**src/rtl/fetch_pkg.sv**
```systemverilog
/*
 * Shared types of the instruction fetch stage
 * Addresses, instruction words, redirect kinds and queue entries
 */

package fetch_pkg;

        typedef logic [31:0] addr_t;
        typedef logic [31:0] instr_t;

        // Redirect kind selected together with pc_set_i
        typedef enum logic [1:0] {
                PC_BOOT      = 2'b00,
                PC_JUMP      = 2'b01,
                PC_EXCEPTION = 2'b10,
                PC_MRET      = 2'b11
        } pc_mux_e;

        typedef logic [4:0]  exc_cause_t;
        typedef logic [23:0] tvec_base_t;

        // One fetched word with its address and bus error
        typedef struct packed {
                addr_t  addr;
                instr_t rdata;
                logic   err;
        } fetch_entry_t;

        parameter int FIFO_DEPTH_DEFAULT = 4;

endpackage

```
**src/rtl/fetch_stream_if.sv**
```systemverilog
/*
 * Entry stream between fetch blocks
 * valid/ready transfer plus a flush toward the consumer
 */

`timescale 1ns/100ps

interface fetch_stream_if #(
        parameter type entry_t = fetch_pkg::fetch_entry_t
) ();
        logic   valid;
        logic   ready;
        logic   flush;
        entry_t entry;

        modport producer (
                output valid, entry, flush,
                input  ready
        );

        modport consumer (
                input  valid, entry, flush,
                output ready
        );

endinterface

```
**src/rtl/fetch_controller.sv**
```systemverilog
/*
 * Fetch controller
 * PC register, single outstanding memory request and response capture
 */

`timescale 1ns/100ps

module fetch_controller (
        input  logic                    clk,
        input  logic                    rst_n_i,
        input  logic                    req_i,
        input  logic                    pc_set_i,
        input  fetch_pkg::pc_mux_e      pc_mux_i,
        input  fetch_pkg::addr_t        boot_addr_i,
        input  fetch_pkg::addr_t        jump_target_i,
        input  fetch_pkg::addr_t        mepc_i,
        input  fetch_pkg::tvec_base_t   trap_base_i,
        input  logic                    trap_vectored_i,
        input  fetch_pkg::exc_cause_t   exc_cause_i,
        output logic                    instr_req_o,
        output fetch_pkg::addr_t        instr_addr_o,
        input  logic                    instr_gnt_i,
        input  logic                    instr_rvalid_i,
        input  fetch_pkg::instr_t       instr_rdata_i,
        input  logic                    instr_err_i,
        output logic                    busy_o,
        fetch_stream_if.producer        fill
);
        import fetch_pkg::*;

        addr_t  target;
        addr_t  pc_q;
        logic   pc_valid_q;
        logic   outstanding_q;
        logic   discard_q;
        logic   hold_q;
        addr_t  hold_addr_q;
        addr_t  rsp_addr_q;
        logic   gnt_fire;
        logic   pc_match;

        pc_target_mux u_pc_target_mux (
                .pc_mux_i        (pc_mux_i),
                .boot_addr_i     (boot_addr_i),
                .jump_target_i   (jump_target_i),
                .trap_base_i     (trap_base_i),
                .trap_vectored_i (trap_vectored_i),
                .exc_cause_i     (exc_cause_i),
                .mepc_i          (mepc_i),
                .target_o        (target)
        );

        // ------------------------------------------------------------------------
        // Request side
        // ------------------------------------------------------------------------

        // An ungranted request is held with its address until the grant
        assign instr_req_o  = hold_q ||
                              (req_i && pc_valid_q && fill.ready && !outstanding_q && !pc_set_i);
        assign instr_addr_o = hold_q ? hold_addr_q : pc_q;
        assign gnt_fire     = instr_req_o && instr_gnt_i;
        // A held request issued before a redirect no longer matches the PC
        assign pc_match     = (instr_addr_o == pc_q);

        always_ff @(posedge clk or negedge rst_n_i) begin
                if (!rst_n_i) begin
                        pc_q          <= '0;
                        pc_valid_q    <= 1'b0;
                        outstanding_q <= 1'b0;
                        discard_q     <= 1'b0;
                        hold_q        <= 1'b0;
                end else begin
                        if (pc_set_i) begin
                                pc_q       <= target;
                                pc_valid_q <= 1'b1;
                        end else if (gnt_fire && pc_match) begin
                                pc_q <= pc_q + 32'd4;
                        end
                        hold_q <= instr_req_o && !instr_gnt_i;
                        if (gnt_fire) begin
                                outstanding_q <= 1'b1;
                                discard_q     <= pc_set_i || !pc_match;
                        end else if (instr_rvalid_i) begin
                                outstanding_q <= 1'b0;
                                discard_q     <= 1'b0;
                        end else if (pc_set_i && outstanding_q) begin
                                discard_q <= 1'b1;
                        end
                end
        end

        always_ff @(posedge clk) begin
                hold_addr_q <= instr_addr_o;
                if (gnt_fire) begin
                        rsp_addr_q <= instr_addr_o;
                end
        end

        // ------------------------------------------------------------------------
        // Response side
        // ------------------------------------------------------------------------

        assign fill.valid = instr_rvalid_i && outstanding_q && !discard_q;
        assign fill.entry = '{addr: rsp_addr_q, rdata: instr_rdata_i, err: instr_err_i};
        assign fill.flush = pc_set_i;
        assign busy_o     = outstanding_q;

endmodule

```
**src/rtl/if_id_register.sv**
```systemverilog
/*
 * IF/ID pipeline register
 * Decode-side copy of one fetched entry with stall, halt and clear
 */

`timescale 1ns/100ps

module if_id_register (
        input  logic                    clk,
        input  logic                    rst_n_i,
        input  logic                    id_ready_i,
        input  logic                    halt_if_i,
        input  logic                    clear_instr_valid_i,
        input  logic                    pc_set_i,
        fetch_stream_if.consumer        issue,
        output logic                    instr_valid_id_o,
        output fetch_pkg::instr_t       instr_rdata_id_o,
        output fetch_pkg::addr_t        pc_id_o,
        output logic                    is_fetch_failed_o,
        output logic                    perf_imiss_o
);
        import fetch_pkg::*;

        logic   want_pop;
        logic   pop;
        logic   active_q;
        instr_t rdata_q;
        addr_t  pc_q;
        logic   err_q;

        // Room when empty or when decode takes the current entry
        assign want_pop    = (!instr_valid_id_o || id_ready_i) && !halt_if_i;
        assign issue.ready = want_pop && !clear_instr_valid_i;
        assign pop         = issue.valid && issue.ready;

        always_ff @(posedge clk or negedge rst_n_i) begin
                if (!rst_n_i) begin
                        instr_valid_id_o <= 1'b0;
                        active_q         <= 1'b0;
                end else begin
                        if (pc_set_i) begin
                                active_q <= 1'b1;
                        end
                        if (pc_set_i || clear_instr_valid_i) begin
                                instr_valid_id_o <= 1'b0;
                        end else if (pop) begin
                                instr_valid_id_o <= 1'b1;
                        end else if (id_ready_i) begin
                                instr_valid_id_o <= 1'b0;
                        end
                end
        end

        always_ff @(posedge clk) begin
                if (pop) begin
                        rdata_q <= issue.entry.rdata;
                        pc_q    <= issue.entry.addr;
                        err_q   <= issue.entry.err;
                end
        end

        assign instr_rdata_id_o  = rdata_q;
        assign pc_id_o           = pc_q;
        assign is_fetch_failed_o = err_q;
        // Miss counted only once fetching has been started by a redirect
        assign perf_imiss_o      = active_q && want_pop && !issue.valid;

endmodule

```
**src/rtl/if_stage.sv**
```systemverilog
/*
 * Instruction fetch stage top level
 * Fetch controller, prefetch queue and IF/ID register
 */

`timescale 1ns/100ps

module if_stage #(
        parameter int FIFO_DEPTH = fetch_pkg::FIFO_DEPTH_DEFAULT
) (
        input  logic                    clk,
        input  logic                    rst_n_i,
        input  logic                    req_i,
        input  logic                    pc_set_i,
        input  fetch_pkg::pc_mux_e      pc_mux_i,
        input  fetch_pkg::addr_t        boot_addr_i,
        input  fetch_pkg::addr_t        jump_target_i,
        input  fetch_pkg::addr_t        mepc_i,
        input  fetch_pkg::tvec_base_t   trap_base_i,
        input  logic                    trap_vectored_i,
        input  fetch_pkg::exc_cause_t   exc_cause_i,
        output logic                    instr_req_o,
        output fetch_pkg::addr_t        instr_addr_o,
        input  logic                    instr_gnt_i,
        input  logic                    instr_rvalid_i,
        input  fetch_pkg::instr_t       instr_rdata_i,
        input  logic                    instr_err_i,
        output logic                    if_busy_o,
        input  logic                    id_ready_i,
        input  logic                    halt_if_i,
        input  logic                    clear_instr_valid_i,
        output logic                    instr_valid_id_o,
        output fetch_pkg::instr_t       instr_rdata_id_o,
        output fetch_pkg::addr_t        pc_id_o,
        output logic                    is_fetch_failed_o,
        output logic                    perf_imiss_o
);
        import fetch_pkg::*;

        fetch_stream_if #(.entry_t(fetch_entry_t)) fill_bus ();
        fetch_stream_if #(.entry_t(fetch_entry_t)) issue_bus ();

        fetch_controller u_fetch_controller (
                .clk             (clk),
                .rst_n_i         (rst_n_i),
                .req_i           (req_i),
                .pc_set_i        (pc_set_i),
                .pc_mux_i        (pc_mux_i),
                .boot_addr_i     (boot_addr_i),
                .jump_target_i   (jump_target_i),
                .mepc_i          (mepc_i),
                .trap_base_i     (trap_base_i),
                .trap_vectored_i (trap_vectored_i),
                .exc_cause_i     (exc_cause_i),
                .instr_req_o     (instr_req_o),
                .instr_addr_o    (instr_addr_o),
                .instr_gnt_i     (instr_gnt_i),
                .instr_rvalid_i  (instr_rvalid_i),
                .instr_rdata_i   (instr_rdata_i),
                .instr_err_i     (instr_err_i),
                .busy_o          (if_busy_o),
                .fill            (fill_bus.producer)
        );

        prefetch_fifo #(
                .FIFO_DEPTH (FIFO_DEPTH),
                .entry_t    (fetch_entry_t)
        ) u_prefetch_fifo (
                .clk     (clk),
                .rst_n_i (rst_n_i),
                .fill    (fill_bus.consumer),
                .issue   (issue_bus.producer)
        );

        if_id_register u_if_id_register (
                .clk                 (clk),
                .rst_n_i             (rst_n_i),
                .id_ready_i          (id_ready_i),
                .halt_if_i           (halt_if_i),
                .clear_instr_valid_i (clear_instr_valid_i),
                .pc_set_i            (pc_set_i),
                .issue               (issue_bus.consumer),
                .instr_valid_id_o    (instr_valid_id_o),
                .instr_rdata_id_o    (instr_rdata_id_o),
                .pc_id_o             (pc_id_o),
                .is_fetch_failed_o   (is_fetch_failed_o),
                .perf_imiss_o        (perf_imiss_o)
        );

endmodule

```
**src/rtl/pc_target_mux.sv**
```systemverilog
/*
 * Redirect target selection
 * Boot, jump, trap vector and mret targets, all word aligned
 */

`timescale 1ns/100ps

module pc_target_mux (
        input  fetch_pkg::pc_mux_e      pc_mux_i,
        input  fetch_pkg::addr_t        boot_addr_i,
        input  fetch_pkg::addr_t        jump_target_i,
        input  fetch_pkg::tvec_base_t   trap_base_i,
        input  logic                    trap_vectored_i,
        input  fetch_pkg::exc_cause_t   exc_cause_i,
        input  fetch_pkg::addr_t        mepc_i,
        output fetch_pkg::addr_t        target_o
);
        import fetch_pkg::*;

        addr_t  vec_offset;
        addr_t  trap_target;

        // Vectored mode adds cause * 4 to the 256-byte aligned base
        assign vec_offset  = trap_vectored_i ? {25'b0, exc_cause_i, 2'b00} : '0;
        assign trap_target = {trap_base_i, 8'h00} + vec_offset;

        always_comb begin
                case (pc_mux_i)
                        PC_BOOT:      target_o = {boot_addr_i[31:2], 2'b00};
                        PC_JUMP:      target_o = {jump_target_i[31:2], 2'b00};
                        PC_EXCEPTION: target_o = trap_target;
                        PC_MRET:      target_o = {mepc_i[31:2], 2'b00};
                        default:      target_o = {boot_addr_i[31:2], 2'b00};
                endcase
        end

endmodule

```
**src/rtl/prefetch_fifo.sv**
```systemverilog
/*
 * Prefetch queue
 * Circular buffer of fetched entries with flush
 */

`timescale 1ns/100ps

module prefetch_fifo #(
        parameter int  FIFO_DEPTH = fetch_pkg::FIFO_DEPTH_DEFAULT,
        parameter type entry_t    = fetch_pkg::fetch_entry_t
) (
        input  logic                    clk,
        input  logic                    rst_n_i,
        fetch_stream_if.consumer        fill,
        fetch_stream_if.producer        issue
);
        localparam int PTR_W = (FIFO_DEPTH > 1) ? $clog2(FIFO_DEPTH) : 1;
        localparam int CNT_W = $clog2(FIFO_DEPTH + 1);

        entry_t             mem_q [FIFO_DEPTH];
        logic [PTR_W-1:0]   wr_ptr_q;
        logic [PTR_W-1:0]   rd_ptr_q;
        logic [CNT_W-1:0]   count_q;
        logic               push;
        logic               pop;

        assign push = fill.valid && fill.ready;
        assign pop  = issue.valid && issue.ready;

        // Pointers wrap explicitly so any depth works
        always_ff @(posedge clk or negedge rst_n_i) begin
                if (!rst_n_i) begin
                        wr_ptr_q <= '0;
                        rd_ptr_q <= '0;
                        count_q  <= '0;
                end else if (fill.flush) begin
                        wr_ptr_q <= '0;
                        rd_ptr_q <= '0;
                        count_q  <= '0;
                end else begin
                        if (push) begin
                                wr_ptr_q <= (wr_ptr_q == PTR_W'(FIFO_DEPTH - 1)) ? '0 : wr_ptr_q + 1'b1;
                        end
                        if (pop) begin
                                rd_ptr_q <= (rd_ptr_q == PTR_W'(FIFO_DEPTH - 1)) ? '0 : rd_ptr_q + 1'b1;
                        end
                        if (push && !pop) begin
                                count_q <= count_q + 1'b1;
                        end else if (pop && !push) begin
                                count_q <= count_q - 1'b1;
                        end
                end
        end

        always_ff @(posedge clk) begin
                if (push && !fill.flush) begin
                        mem_q[wr_ptr_q] <= fill.entry;
                end
        end

        assign fill.ready  = (count_q < CNT_W'(FIFO_DEPTH));
        assign issue.valid = (count_q != '0);
        assign issue.entry = mem_q[rd_ptr_q];
        assign issue.flush = 1'b0;

endmodule

```
**config.mk**
```make
export PLATFORM = sky130hd
export DESIGN_NAME = if_stage
export DESIGN_NICKNAME = d
export VERILOG_FILES = /design/src/rtl/fetch_pkg.sv /design/src/rtl/fetch_stream_if.sv /design/src/rtl/fetch_controller.sv /design/src/rtl/if_id_register.sv /design/src/rtl/if_stage.sv /design/src/rtl/pc_target_mux.sv /design/src/rtl/prefetch_fifo.sv
export SDC_FILE = /design/constraint.sdc
export NUM_CORES = 1
export LEC_CHECK = 0
export BUFFER_PORTS_ARGS = -buffer_cell sky130_fd_sc_hd__buf_2
export CORE_UTILIZATION = 45
export CTS_CLUSTER_DIAMETER = 150
export CTS_CLUSTER_SIZE = 20
export DETAILED_ROUTE_END_ITERATION = 7
export PLACE_DENSITY = 0.66
export SLEW_MARGIN = 20
export SYNTH_ARGS = -nofsm -noshare
export SYNTH_HDL_FRONTEND = slang
export SYNTH_SLANG_ARGS = --single-unit
```
**constraint.sdc**
```tcl
create_clock -name clk -period 7.75 [get_ports clk]
set_input_delay 1.1625 -clock clk [delete_from_list [all_inputs] [get_ports clk]]
set_output_delay 1.1625 -clock clk [all_outputs]
set_load 0.02 [all_outputs]
```
Word-level counts from Yosys, hierarchy flattened
Memory sizes are Yosys's and may differ from the RTL's. A register that Yosys moved wholly into a read port is not among the register bits.
Index checks and enable logic that the tools add are counted.
{ "classes": {"n_lt_le_gt_ge": 1, "n_reduce_logical": 43, "eq_ne": 6, "addsub": 6, "n_mux": 24} }
{ "op_table": {"columns": ["op", "n"], "rows": [
  ["case mux 32 bit (4 select lines)", 1],
  ["2-to-1 mux 32 bit", 3],
  ["adder 32 x 3 -> 32 bit (second input constant)", 1],
  ["adder 32 bit", 1],
  ["== test 32 bit", 1],
  ["logical AND 1 bit", 19],
  ["2-to-1 mux 2 bit", 6],
  ["nonzero test 3 bit", 4],
  ["logical NOT 1 bit", 11],
  ["2-to-1 mux 1 bit", 10],
  ["2-to-1 mux 3 bit", 3],
  ["== test 2 bit (second input constant)", 4],
  ["nonzero test 2 bit", 4],
  ["2-to-1 mux 7 bit", 1],
  ["adder 2 x 1 -> 2 bit (second input constant)", 2],
  ["logical OR 1 bit", 4],
  ["adder 3 x 1 -> 3 bit (second input constant)", 1],
  ["< comparator 3 bit (second input constant)", 1],
  ["subtractor 3 x 1 -> 3 bit (second input constant)", 1],
  ["== test 2 x 1 -> 1 bit (second input constant)", 1],
  ["logical NOT 2 bit", 1]
]} }
{ "totals": {"ram_bits": 260, "ff_bits": 108, "output_inout_bits": 101, "in_bits": 170, "mem_count": 1, "elab_cells": 92} }
{ "memory_table": {"columns": ["memory", "words", "word_bits", "rd", "rd_ports_with_merged_regs", "write_ports", "line_no", "source"], "rows": [
  ["u_prefetch_fifo.mem_q", 4, 65, 1, 1, 1, "prefetch_fifo.sv:20", "entry_t mem_q [FIFO_DEPTH];"]
]} }

Logic depth before layout (Yosys ltp)
Gate-level depths: netlist (run 1).
{ "depth": {"depth_word": 9, "depth_mapped": 9, "ltp_nobuf": 8} }

By module
A second synthesis (run 1) with hierarchy kept.
{ "hier_totals": {"cells_unflattened": 985, "hier_area_um2": 17658.2} }
{ "by_module_without_submodules": {"columns": ["mod", "cells_per_inst", "area_per_inst_um2", "instances"], "rows": [
  ["prefetch_fifo", 407, 9968.3, 1],
  ["fetch_controller", 445, 4778.3, 1],
  ["if_id_register", 75, 2074.5, 1],
  ["pc_target_mux", 58, 837.1, 1]
]} }

Least setup slack after synthesis (run 1)
OpenSTA, ideal clock, no wires.
{ "synth_path": {"path_type": "input to register", "from": "in id_ready_i", "to": "reg u_prefetch_fifo.count_q[2]", "required_time_ns": 7.614, "slack_ns": 1.314, "setup_time_ns": 0.136, "t_arrival_ns": 6.300, "cell_stages": 8, "n_path_buf": 0, "path_cell_list": "nand2b_1 nor4b_2 nor2b_1 fa_1 nand2_1 nor3_1 a21oi_1 a21oi_1"} }
{ "synth_via": {"elab_chain_cells": 8} }
{ "synth_lines": {"columns": ["element", "line_no", "source"], "rows": [
  ["from (decl)", "if_stage.sv:29", "input logic id_ready_i,"],
  ["logical OR 1 bit *", "if_id_register.sv:32", "assign want_pop = (!instr_valid_id_o || id_ready_i) && !halt_if_i;"],
  ["logical AND 1 bit *", "if_id_register.sv:32", null],
  ["logical AND 1 bit *", "if_id_register.sv:33", "assign issue.ready = want_pop && !clear_instr_valid_i;"],
  ["logical AND 1 bit *", null, null],
  ["named net u_if_id_register.pop", "if_id_register.sv:25", "logic pop;"],
  ["logical NOT 1 bit", "prefetch_fifo.sv:47", "if (push && !pop) begin"],
  ["logical AND 1 bit", "prefetch_fifo.sv:47", null],
  ["2-to-1 mux 3 bit", "prefetch_fifo.sv:47", null],
  ["2-to-1 mux 3 bit", "prefetch_fifo.sv:36", "end else if (fill.flush) begin"],
  ["to (signal assigned)", "prefetch_fifo.sv:48", "count_q <= count_q + 1'b1;"],
  ["to (signal assigned)", "prefetch_fifo.sv:50", "count_q <= count_q - 1'b1;"],
  ["to (decl)", "prefetch_fifo.sv:23", "logic [CNT_W-1:0] count_q;"]
]} }
The timed path passes the listed nets; every way through them passes the cells marked *.
A chain may end at the register's enable or synchronous reset.

Final worst setup path (run 1)
{ "layout_path": {"from": "in pc_set_i", "to": "out instr_req_o"} }
{ "layout_via": {"elab_chain_cells": 3} }
{ "layout_lines": {"columns": ["element", "line_no", "source"], "rows": [
  ["from (decl)", "if_stage.sv:14", "input logic pc_set_i,"],
  ["logical NOT 1 bit", "fetch_controller.sv:59", "(req_i && pc_valid_q && fill.ready && !outstanding_q && !pc_set_i);"],
  ["logical AND 1 bit", "fetch_controller.sv:59", null],
  ["logical OR 1 bit", "fetch_controller.sv:58", "assign instr_req_o = hold_q ||"],
  ["to (decl)", "if_stage.sv:22", "output logic instr_req_o,"]
]} }
Every way passes these cells.

==> results of run 1 <==
## cells by family (layout without fill, tap and decap cells)
logic type	count (synthesis)	in the layout	synth area share, %
buf+inv	58	340	1.40
simple gates	164	164	5.32
flops	431	431	73.7
fa+ha+maj	7	7	0.564
xor+xnor	28	28	1.46
mux	121	121	14.4
compound gates	83	83	3.25
## where the power goes
| group | switching (mW) | internal, mW |
|---|---|---|
| logic | 0.378 | 0.272 |
| registers | 0.105 | 2.67 |
| clock network | 0.714 | 0.617 |
| total | 1.20 | 3.56 |
## flip-flops by register name, indices dropped and copies added (netlist names)
signal                              flops
u_fetch_controller.discard_q            1
u_fetch_controller.pc_valid_q           1
u_fetch_controller.hold_q               1
u_prefetch_fifo.count_q                 3
u_fetch_controller.hold_addr_q         32
u_fetch_controller.rsp_addr_q          32
u_prefetch_fifo.mem_q                 260
u_prefetch_fifo.rd_ptr_q                2
u_fetch_controller.busy_o               1
u_if_id_register.instr_rdata_id_o      32
u_prefetch_fifo.wr_ptr_q                2
u_if_id_register.instr_valid_id_o       1
u_fetch_controller.pc_q                30
u_if_id_register.pc_id_o               32
u_if_id_register.is_fetch_failed_o      1
## cells in the mapped netlist, drive strengths merged (3+ instances only)
master	n
edfxtp	357
mux4	94
dfrtp	42
nor2	36
dfxtp	32
o21ai	28
nand2	27
clkbuf	25
mux2	25
xor2	25
a31oi	19
or3	19
buf	16
inv	15
nand3	13
and2	8
nand4	8
nor2b	8
or4	8
and3	7
nor3	7
nor4	7
ha	6
nand2b	5
o211ai	5
a21oi	4
o31ai	4
and4	3
nor4b	3
o41ai	3
xnor2	3
## worst max-delay path, stage by stage
cell	delay (ns)
buf_2	0.55
nor2_1	0.08
a41o_1	0.36
buf_2	0.20
## per-stage QoR
step | util, % | hold slack [ns]
finish | 53.0 | 0.500
global route | 53.0 | 0.504
CTS | 52.9 | 0.501
detailed placement | 51.0 | 0.482
global placement | 51.0 | 0.468
floorplan | - | 0.452
## area by class of cell
cell class / count / area (um2) / area share, %
multi-input cells: 403 / 4230 / 21.8
well taps: 468 / 586 / 3.01
clock inverters: 2 / 20.0 / 0.103
inverters: 17 / 63.8 / 0.328
clock buffers: 44 / 697 / 3.58
flip-flops and latches: 431 / 12400 / 63.9
repair buffers: 277 / 1430 / 7.36
## per-layer routing
metal,vias to the layer above,wire [um],track usage [%]
li1,4120,-,-
met1,4533,15000,25.0
met2,333,17200,31.2
met3,44,2060,2.57
met4,0,804,4.81
met5,-,0,0
## how the worst max path moves through the flow
stage               start                     endpoint  slack, ns  cells past startpoint
5_1_grt          pc_set_i                  instr_req_o       4.17                      4
2_1_floorplan  id_ready_i   u_prefetch_fifo.count_q[2]       1.31                      8
3_3_place_gp     pc_set_i  u_fetch_controller.pc_q[30]       4.08                      7
6_report         pc_set_i                  instr_req_o       4.23                      4
3_5_place_dp     pc_set_i  u_fetch_controller.pc_q[10]       4.03                      9
4_1_cts          pc_set_i                  instr_req_o       4.22                      4
==> results.py, run 1 <==
metrics = {
    "routing": {
        "wl_per_cell_um": 21.3,
        "vias": 9030,
        "drc": 0,
        "initialDrtViolationCount": 455,
        "routed_wl_um": 35000,
        "drt_first_pass_iters": 5,
        "vias_per_cell": 5.50,
        "antenna_left": 0,
    },
    "die": {
        "die_w_um": 196,
        "die_area_mm2": 0.0382,
        "dieHeight_um": 196,
        "row_count": 70,
        "coreArea_mm2": 0.0367,
        "initial_core_util_pct": 45.9,
        "ios": 271,
    },
    "flow_run": {
        "max-cap-violations": 0,
    },
    "min_path": {
        "hp-class": "in2async",
    },
    "synth": {
        "synthTopCellsByArea": "edfxtp_1, mux4_2, dfrtp_1",
        "seq_area_frac_synth_pct": 73.7,
        "ys_ff_latch": 431,
        "syn-cell-area_mm2": 0.0169,
        "synth_nets": 1069,
        "synth_top_area_share_pct": 63.6,
        "postSynthCellCount": 892,
        "ys.flop_type": "edfxtp_1",
        "yosysWarnings": 0,
        "async_flop_share_pct": 9.74,
        "synth.distinct_cells": 60,
        "synth_largest_area_cell": "edfxtp_1",
        "synth_area_per_cell_um2": 18.9,
        "synth_edf_count": 357,
    },
    "critical_path": {
        "end_kind": "primary output",
        "timing.rr.start": "u_fetch_controller.hold_q",
        "cp_data_required_time_ns": 6.59,
        "reg2reg_slack_ns": 5.00,
        "startpoint_type": "input pin",
        "reg2reg_to": "u_fetch_controller.pc_q[10]",
        "cp_max_fo": 41,
        "rr_worst_depth": 8,
        "arrival_ns": 2.36,
        "path_class": "in2out",
    },
    "clock_network": {
        "cts_setup_buffers": 0,
        "cts_buffer_depth": 3,
        "cts-buffers-inserted": 25,
        "clk_latency_ns": 0.55,
        "cts_sinks": 431,
        "hold_buffers": 0,
        "cts_root_buf": "clkbuf_16",
        "cts_tree": "built",
        "cts_resized": 0,
        "clk_pin_slew_ns": 0.08,
        "h-tree-depth": 1,
    },
    "timing": {
        "fin_crit_sh_pct": 45.4,
        "rsz0062_at_grt": "no",
        "worst_pin_slew_ns": 1.09,
        "slew_violations": 0,
        "fin_crit_ns": 3.52,
        "skew_ns": 0.0152,
        "setup_violations": 0,
        "tns_ns": 0,
        "clock.fmax_ghz": 0.284,
        "relSlewSlack_pct": 27.3,
        "hold_viol_final": 0,
        "fin_ws_ns": 4.23,
    },
    "placement": {
        "dpl_cell_area_mm2": 0.0187,
        "post-place-ws_ns": 4.03,
        "dp_hpwl_um": 22600,
        "routabilityCongestion": 0.866,
        "io_buffer_count": 264,
        "place_inst": 1595,
    },
    "power": {
        "vdd_drop_max_uv": 129,
        "powerDensity_mw_per_mm2": 245,
        "total_power_mw": 4.76,
        "total_leakage_power_nw": 6.66,
    },
    "finish": {
        "diodes": 0,
        "drive_gt1_share_pct": 36.8,
        "area_growth_pct": 15.4,
        "layout_commonest_cell": "edfxtp_1",
        "final_cell_area_mm2": 0.0194,
        "fin_nets": 1332,
        "instances_no_fill": 1642,
        "n_fill_cell": 2961,
        "final_cell_mix": "edfxtp_1, buf_2, mux4_2, dfrtp_1, nor2_1",
    },
    "global_routing": {
        "grt_pass1_wl_um": 53300,
        "grt-ovfl-total": 0,
        "grt_pass1_vias": 9084,
        "antenna_found_initial": 0,
        "grt_usage_pct": 18.4,
        "grt_max_degree": 68,
    },
    "run_status": {
        "run_status": "finished, final reports clean",
    },
}
Power figures use the tool's default switching activity.
==> inputs of run 2 (changes only) <==
==> constraint.sdc (replaced) <==
create_clock -name clk -period 3.6 [get_ports clk]
set_input_delay 0.54 -clock clk [delete_from_list [all_inputs] [get_ports clk]]
set_output_delay 0.54 -clock clk [all_outputs]
set_load 0.02 [all_outputs]
==> results.py, run 2 (synthesized netlist as in run 1, its figures left out) <==
metrics = {
    "run_status": {
        "run_status": "finished, final reports clean",
    },
    "finish": {
        "regMostFlops": "u_prefetch_fifo.mem_q",
        "largest_register_ffs": 260,
        "layout_commonest_cell": "edfxtp_1",
        "finish.utilization_pct": 53.4,
        "fin_nets": 1342,
        "area_growth_pct": 16.3,
        "n_fill_cell": 2938,
        "drive_gt1_share_pct": 37.4,
        "final_cell_mix": "edfxtp_1, buf_2, mux4_2, dfrtp_1, nor2_1",
    },
    "global_routing": {
        "grt_usage_pct": 18.4,
        "grt_use_met1_pct": 24.4,
        "grt-ovfl-total": 0,
        "use_met3_pct": 2.71,
        "grt_pass1_vias": 9300,
        "grt_pass1_wl_um": 53800,
        "antenna_found_initial": 0,
        "use_met2_pct": 32.4,
        "grt_max_degree": 68,
        "busiest_layer": "met2",
    },
    "routing": {
        "antenna_left": 0,
        "vias": 9141,
        "wl_per_cell_um": 21.2,
        "drt_first_pass_iters": 7,
        "initialDrtViolationCount": 568,
        "drc": 0,
        "vias_per_cell": 5.53,
        "routed_wl_um": 35000,
    },
    "placement": {
        "routabilityCongestion": 0.859,
        "dp_hpwl_um": 23400,
        "post-place-ws_ns": 0.894,
        "io_buffer_count": 264,
    },
    "critical_path": {
        "cp_data_required_time_ns": 3.06,
        "cp_slowest_cell": "o21ai_0",
        "end_kind": "primary output",
        "critPathMaxStageDelay_ns": 0.67,
        "cp_cell_sequence": "buf_4 > o21ai_0 > buf_2",
        "arrival_ns": 2.23,
        "path_class": "reg2out",
        "startpoint_type": "flip-flop",
        "cp_max_fo": 39,
    },
    "clock_network": {
        "clk_pin_slew_ns": 0.09,
        "cts-buffers-inserted": 25,
        "cts_buffer_depth": 3,
        "cts_root_buf": "clkbuf_16",
        "h-tree-depth": 1,
        "cts_sinks": 431,
        "cts_setup_buffers": 0,
        "clk_latency_ns": 0.55,
        "cts_tree": "built",
    },
    "flow_run": {
        "max-cap-violations": 0,
    },
    "timing": {
        "setup_violations": 0,
        "hold-worst-slack_ns": 0.193,
        "skew_ns": 0.0142,
        "hold_viol_final": 0,
        "rsz0062_at_grt": "no",
        "tns_ns": 0,
        "fin_crit_sh_pct": 76.9,
        "fin_ws_ns": 0.830,
        "slew_violations": 0,
        "fin_crit_ns": 2.77,
        "relSlewSlack_pct": 27.8,
        "worst_pin_slew_ns": 1.08,
        "clock.fmax_ghz": 0.361,
    },
    "power": {
        "powerDensity_mw_per_mm2": 524,
        "vdd_drop_max_uv": 254,
        "total_leakage_power_nw": 6.73,
        "total_power_mw": 10.3,
    },
    "die": {
        "coreArea_mm2": 0.0367,
        "ios": 271,
        "row_count": 70,
        "die_area_mm2": 0.0382,
        "initial_core_util_pct": 45.9,
        "dieHeight_um": 196,
        "die_w_um": 196,
    },
    "min_path": {
        "hp-class": "in2reg",
    },
}
[run 2: layer usage]
layer	vias to the layer above	wire, um
li1	4147	-
met1	4619	14900
met2	336	17500
met3	39	1970
met4	0	610
met5	-	0
[run 2: path summary, 6_finish.rpt]
path,from,end,slack [ns],cells after the start
min,clear_instr_valid_i,u_if_id_register.instr_valid_id_o,0.19,2
max in group asynchronous,rst_n_i,u_fetch_controller.pc_q[19],2.33,3
min in group asynchronous,rst_n_i,u_prefetch_fifo.count_q[2],0.54,2
max,u_fetch_controller.hold_q,instr_addr_o[15],0.83,3
min reg2reg,u_fetch_controller.rsp_addr_q[12],u_prefetch_fifo.mem_q[2][45],0.50,0
max reg2reg,u_fetch_controller.pc_q[18],u_fetch_controller.pc_q[11],0.84,7
[run 2: metrics by stage]
stage	instance area, um2	std cells
global route	19600	1652
global placement	18900	1605
detailed placement	18900	1605
CTS	19600	1652
floorplan	16900	892
finish	19600	1653
[run 2: layout make-up]
| type | instances | area [um2] | share of cell area [%] |
|---|---|---|---|
| Sequential cell | 431 | 12400 | 63.4 |
| Clock inverter | 2 | 20.0 | 0.102 |
| Timing Repair Buffer | 287 | 1570 | 8.02 |
| Inverter | 17 | 63.8 | 0.326 |
| Antenna cell | 1 | 2.50 | 0.0128 |
| Multi-Input combinational cell | 403 | 4240 | 21.6 |
| Tap cell | 468 | 586 | 2.99 |
| Clock buffer | 44 | 697 | 3.56 |
[run 2: power by group]
part / internal (mW) / leakage, nW / switching [mW]
registers: 5.75 / 3.99 / 0.214
clock network: 1.33 / 0.341 / 1.54
logic: 0.605 / 2.40 / 0.829
total: 7.68 / 6.73 / 2.58
[run 2: worst max-delay path, delay by kind of cell, from the launching register on]
kind,cells,cell delay (ns)
DFF,1,0.41
AOI/OAI and AO/OA,1,0.67
buffers and inverters,2,0.58
[run 2: timing repair]
action / in CTS / in global routing
endpoints found under the setup margin: 0 / 0
hold buffers: 1 / 0
endpoints found under the hold margin: 22 / 0
resized for setup: 0 / 0
==> inputs of run 3 (changes only) <==
==> constraint.sdc (replaced) <==
create_clock -name clk -period 2.55 [get_ports clk]
set_input_delay 0.3825 -clock clk [delete_from_list [all_inputs] [get_ports clk]]
set_output_delay 0.3825 -clock clk [all_outputs]
set_load 0.02 [all_outputs]
==> results.py, run 3 (synthesized netlist as in run 1, its figures left out) <==
metrics = {
    "die": {
        "die_area_mm2": 0.0382,
        "initial_core_util_pct": 45.9,
        "dieHeight_um": 196,
        "ios": 271,
        "die_w_um": 196,
        "coreArea_mm2": 0.0367,
        "row_count": 70,
    },
    "critical_path": {
        "cp_data_required_time_ns": 2.99,
        "critical_path_buf_inv_count": 3,
        "startpoint_type": "flip-flop",
        "path_class": "reg2reg",
        "critPathMaxStageDelay_ns": 0.40,
        "cp_max_fo": 8,
        "arrival_ns": 2.92,
        "cp_cell_sequence": "xor2_1 > nor4_2 > buf_4 > nand4_1 > o41a_1 > buf_4 > clkbuf_16 > o31a_1 > o31a_1",
        "end_kind": "flip-flop",
        "cpLargestDelayFamily": "compound AO/OA/AOI/OAI gates",
        "cp_slowest_cell": "o41a_1",
    },
    "clock_network": {
        "cts_buffer_depth": 3,
        "cts_root_buf": "clkbuf_16",
        "clk_pin_slew_ns": 0.08,
        "cts_sinks": 431,
        "cts-buffers-inserted": 25,
        "cts_tree": "built",
        "h-tree-depth": 1,
        "clk_latency_ns": 0.56,
    },
    "routing": {
        "antenna_left": 0,
        "wl_per_cell_um": 21.2,
        "vias": 9292,
        "drt_first_pass_iters": 5,
        "initialDrtViolationCount": 620,
        "drc": 0,
        "vias_per_cell": 5.46,
        "routed_wl_um": 36200,
    },
    "min_path": {
        "hp-class": "in2reg",
    },
    "placement": {
        "dpl_cell_area_mm2": 0.0194,
        "routabilityCongestion": 0.883,
        "io_buffer_count": 264,
        "dp_hpwl_um": 24900,
    },
    "finish": {
        "seq_area_mm2": 0.0124,
        "fin_nets": 1393,
        "layout_commonest_cell": "edfxtp_1",
        "area_growth_pct": 19.9,
        "largest_register_ffs": 260,
        "multi_input_area_mm2": 0.00426,
        "regMostFlops": "u_prefetch_fifo.mem_q",
        "final_cell_mix": "edfxtp_1, buf_2, mux4_2, buf_4, dfrtp_1",
        "n_fill_cell": 2921,
        "diodes": 0,
        "drive_gt1_share_pct": 40.0,
        "final_cell_area_mm2": 0.0202,
    },
    "global_routing": {
        "busiest_layer": "met2",
        "grt-ovfl-total": 0,
        "grt_usage_pct": 18.9,
        "use_met2_pct": 31.8,
        "grt_max_degree": 54,
        "antenna_found_initial": 0,
        "use_met3_pct": 2.76,
        "grt_pass1_wl_um": 54600,
        "grt_use_met1_pct": 25.6,
        "grt_pass1_vias": 9224,
    },
    "timing": {
        "fin_crit_ns": 2.47,
        "setup_violations": 0,
        "relSlewSlack_pct": 57.8,
        "worst_pin_slew_ns": 0.629,
        "slew_violations": 0,
        "skew_ns": 0.0218,
        "tns_ns": 0,
        "hold_viol_final": 0,
        "clock.fmax_ghz": 0.404,
        "rsz0062_at_grt": "yes",
        "fin_crit_sh_pct": 97.0,
    },
    "run_status": {
        "run_status": "finished, final reports clean",
    },
    "power": {
        "total_leakage_power_nw": 7.03,
        "total_power_mw": 14.7,
        "powerDensity_mw_per_mm2": 727,
        "vdd_drop_max_uv": 333,
    },
    "flow_run": {
        "max-cap-violations": 0,
    },
}
-- run 3: what timing repair did --
item / CTS / global route
hold endpoints to repair: 31 / 0
hold buffers: 5 / 0
setup endpoints to repair: 6 / 10
setup buffers: 0 / 2
gates cloned: 0 / 2
gates resized for setup: 2 / 2
pin swaps: 2 / 2
-- run 3: stage by stage --
step	std cells	setup WS, ns	hold slack, ns	util [%]
2_1_floorplan	892	-1.38	0.0869	-
3_5_place_dp	1648	-0.0309	0.397	52.7
3_3_place_gp	1648	0.0461	0.393	52.7
6_report	1703	0.0759	0.0346	55.1
4_1_cts	1699	0.0847	0.00194	54.8
5_1_grt	1703	-0.0288	0.00724	55.1
-- run 3: layout make-up --
type                       instances  share of cell area [%]
sequential                       431                    61.5
inverter                          17                   0.322
clock buffer                      44                    3.45
clock inverter                     2                  0.0991
timing repair buffer             338                    10.7
tap                              468                    2.90
multi-input combinational        403                    21.1
-- run 3: worst paths after layout --
check,to,cells past startpoint,from,slack (ns)
worst min register to register,u_prefetch_fifo.mem_q[2][63],0,u_fetch_controller.rsp_addr_q[30],0.49
worst max register to register,u_fetch_controller.pc_q[9],9,u_fetch_controller.pc_q[21],0.08
max in group asynchronous,u_fetch_controller.pc_q[23],3,rst_n_i,1.62
worst max-delay path,u_fetch_controller.pc_q[9],9,u_fetch_controller.pc_q[21],0.08
min in group asynchronous,u_fetch_controller.busy_o,2,rst_n_i,0.33
worst min-delay path,u_prefetch_fifo.mem_q[1][3],1,instr_rdata_i[2],0.03
-- run 3: layer usage --
layer	vias to the layer above	routed length (um)
met5	-	0
met4	0	984
met3	52	2070
met2	338	17700
met1	4653	15400
li1	4249	-
-- run 3: worst register-to-register path, stage by stage (launching register included) --
cell and delay [ns]:
dfrtp_1 0.39, xor2_1 0.18, nor4_2 0.26, buf_4 0.15
nand4_1 0.10, o41a_1 0.40, buf_4 0.18, clkbuf_16 0.15
o31a_1 0.27, o31a_1 0.27
-- run 3: power breakdown --
part | internal [mW] | total (mW) | switching [mW]
Sequential | 8.12 | 8.39 | 0.268
Clock | 1.87 | 4.02 | 2.15
Combinational | 1.02 | 2.29 | 1.27
Total | 11.0 | 14.7 | 3.69
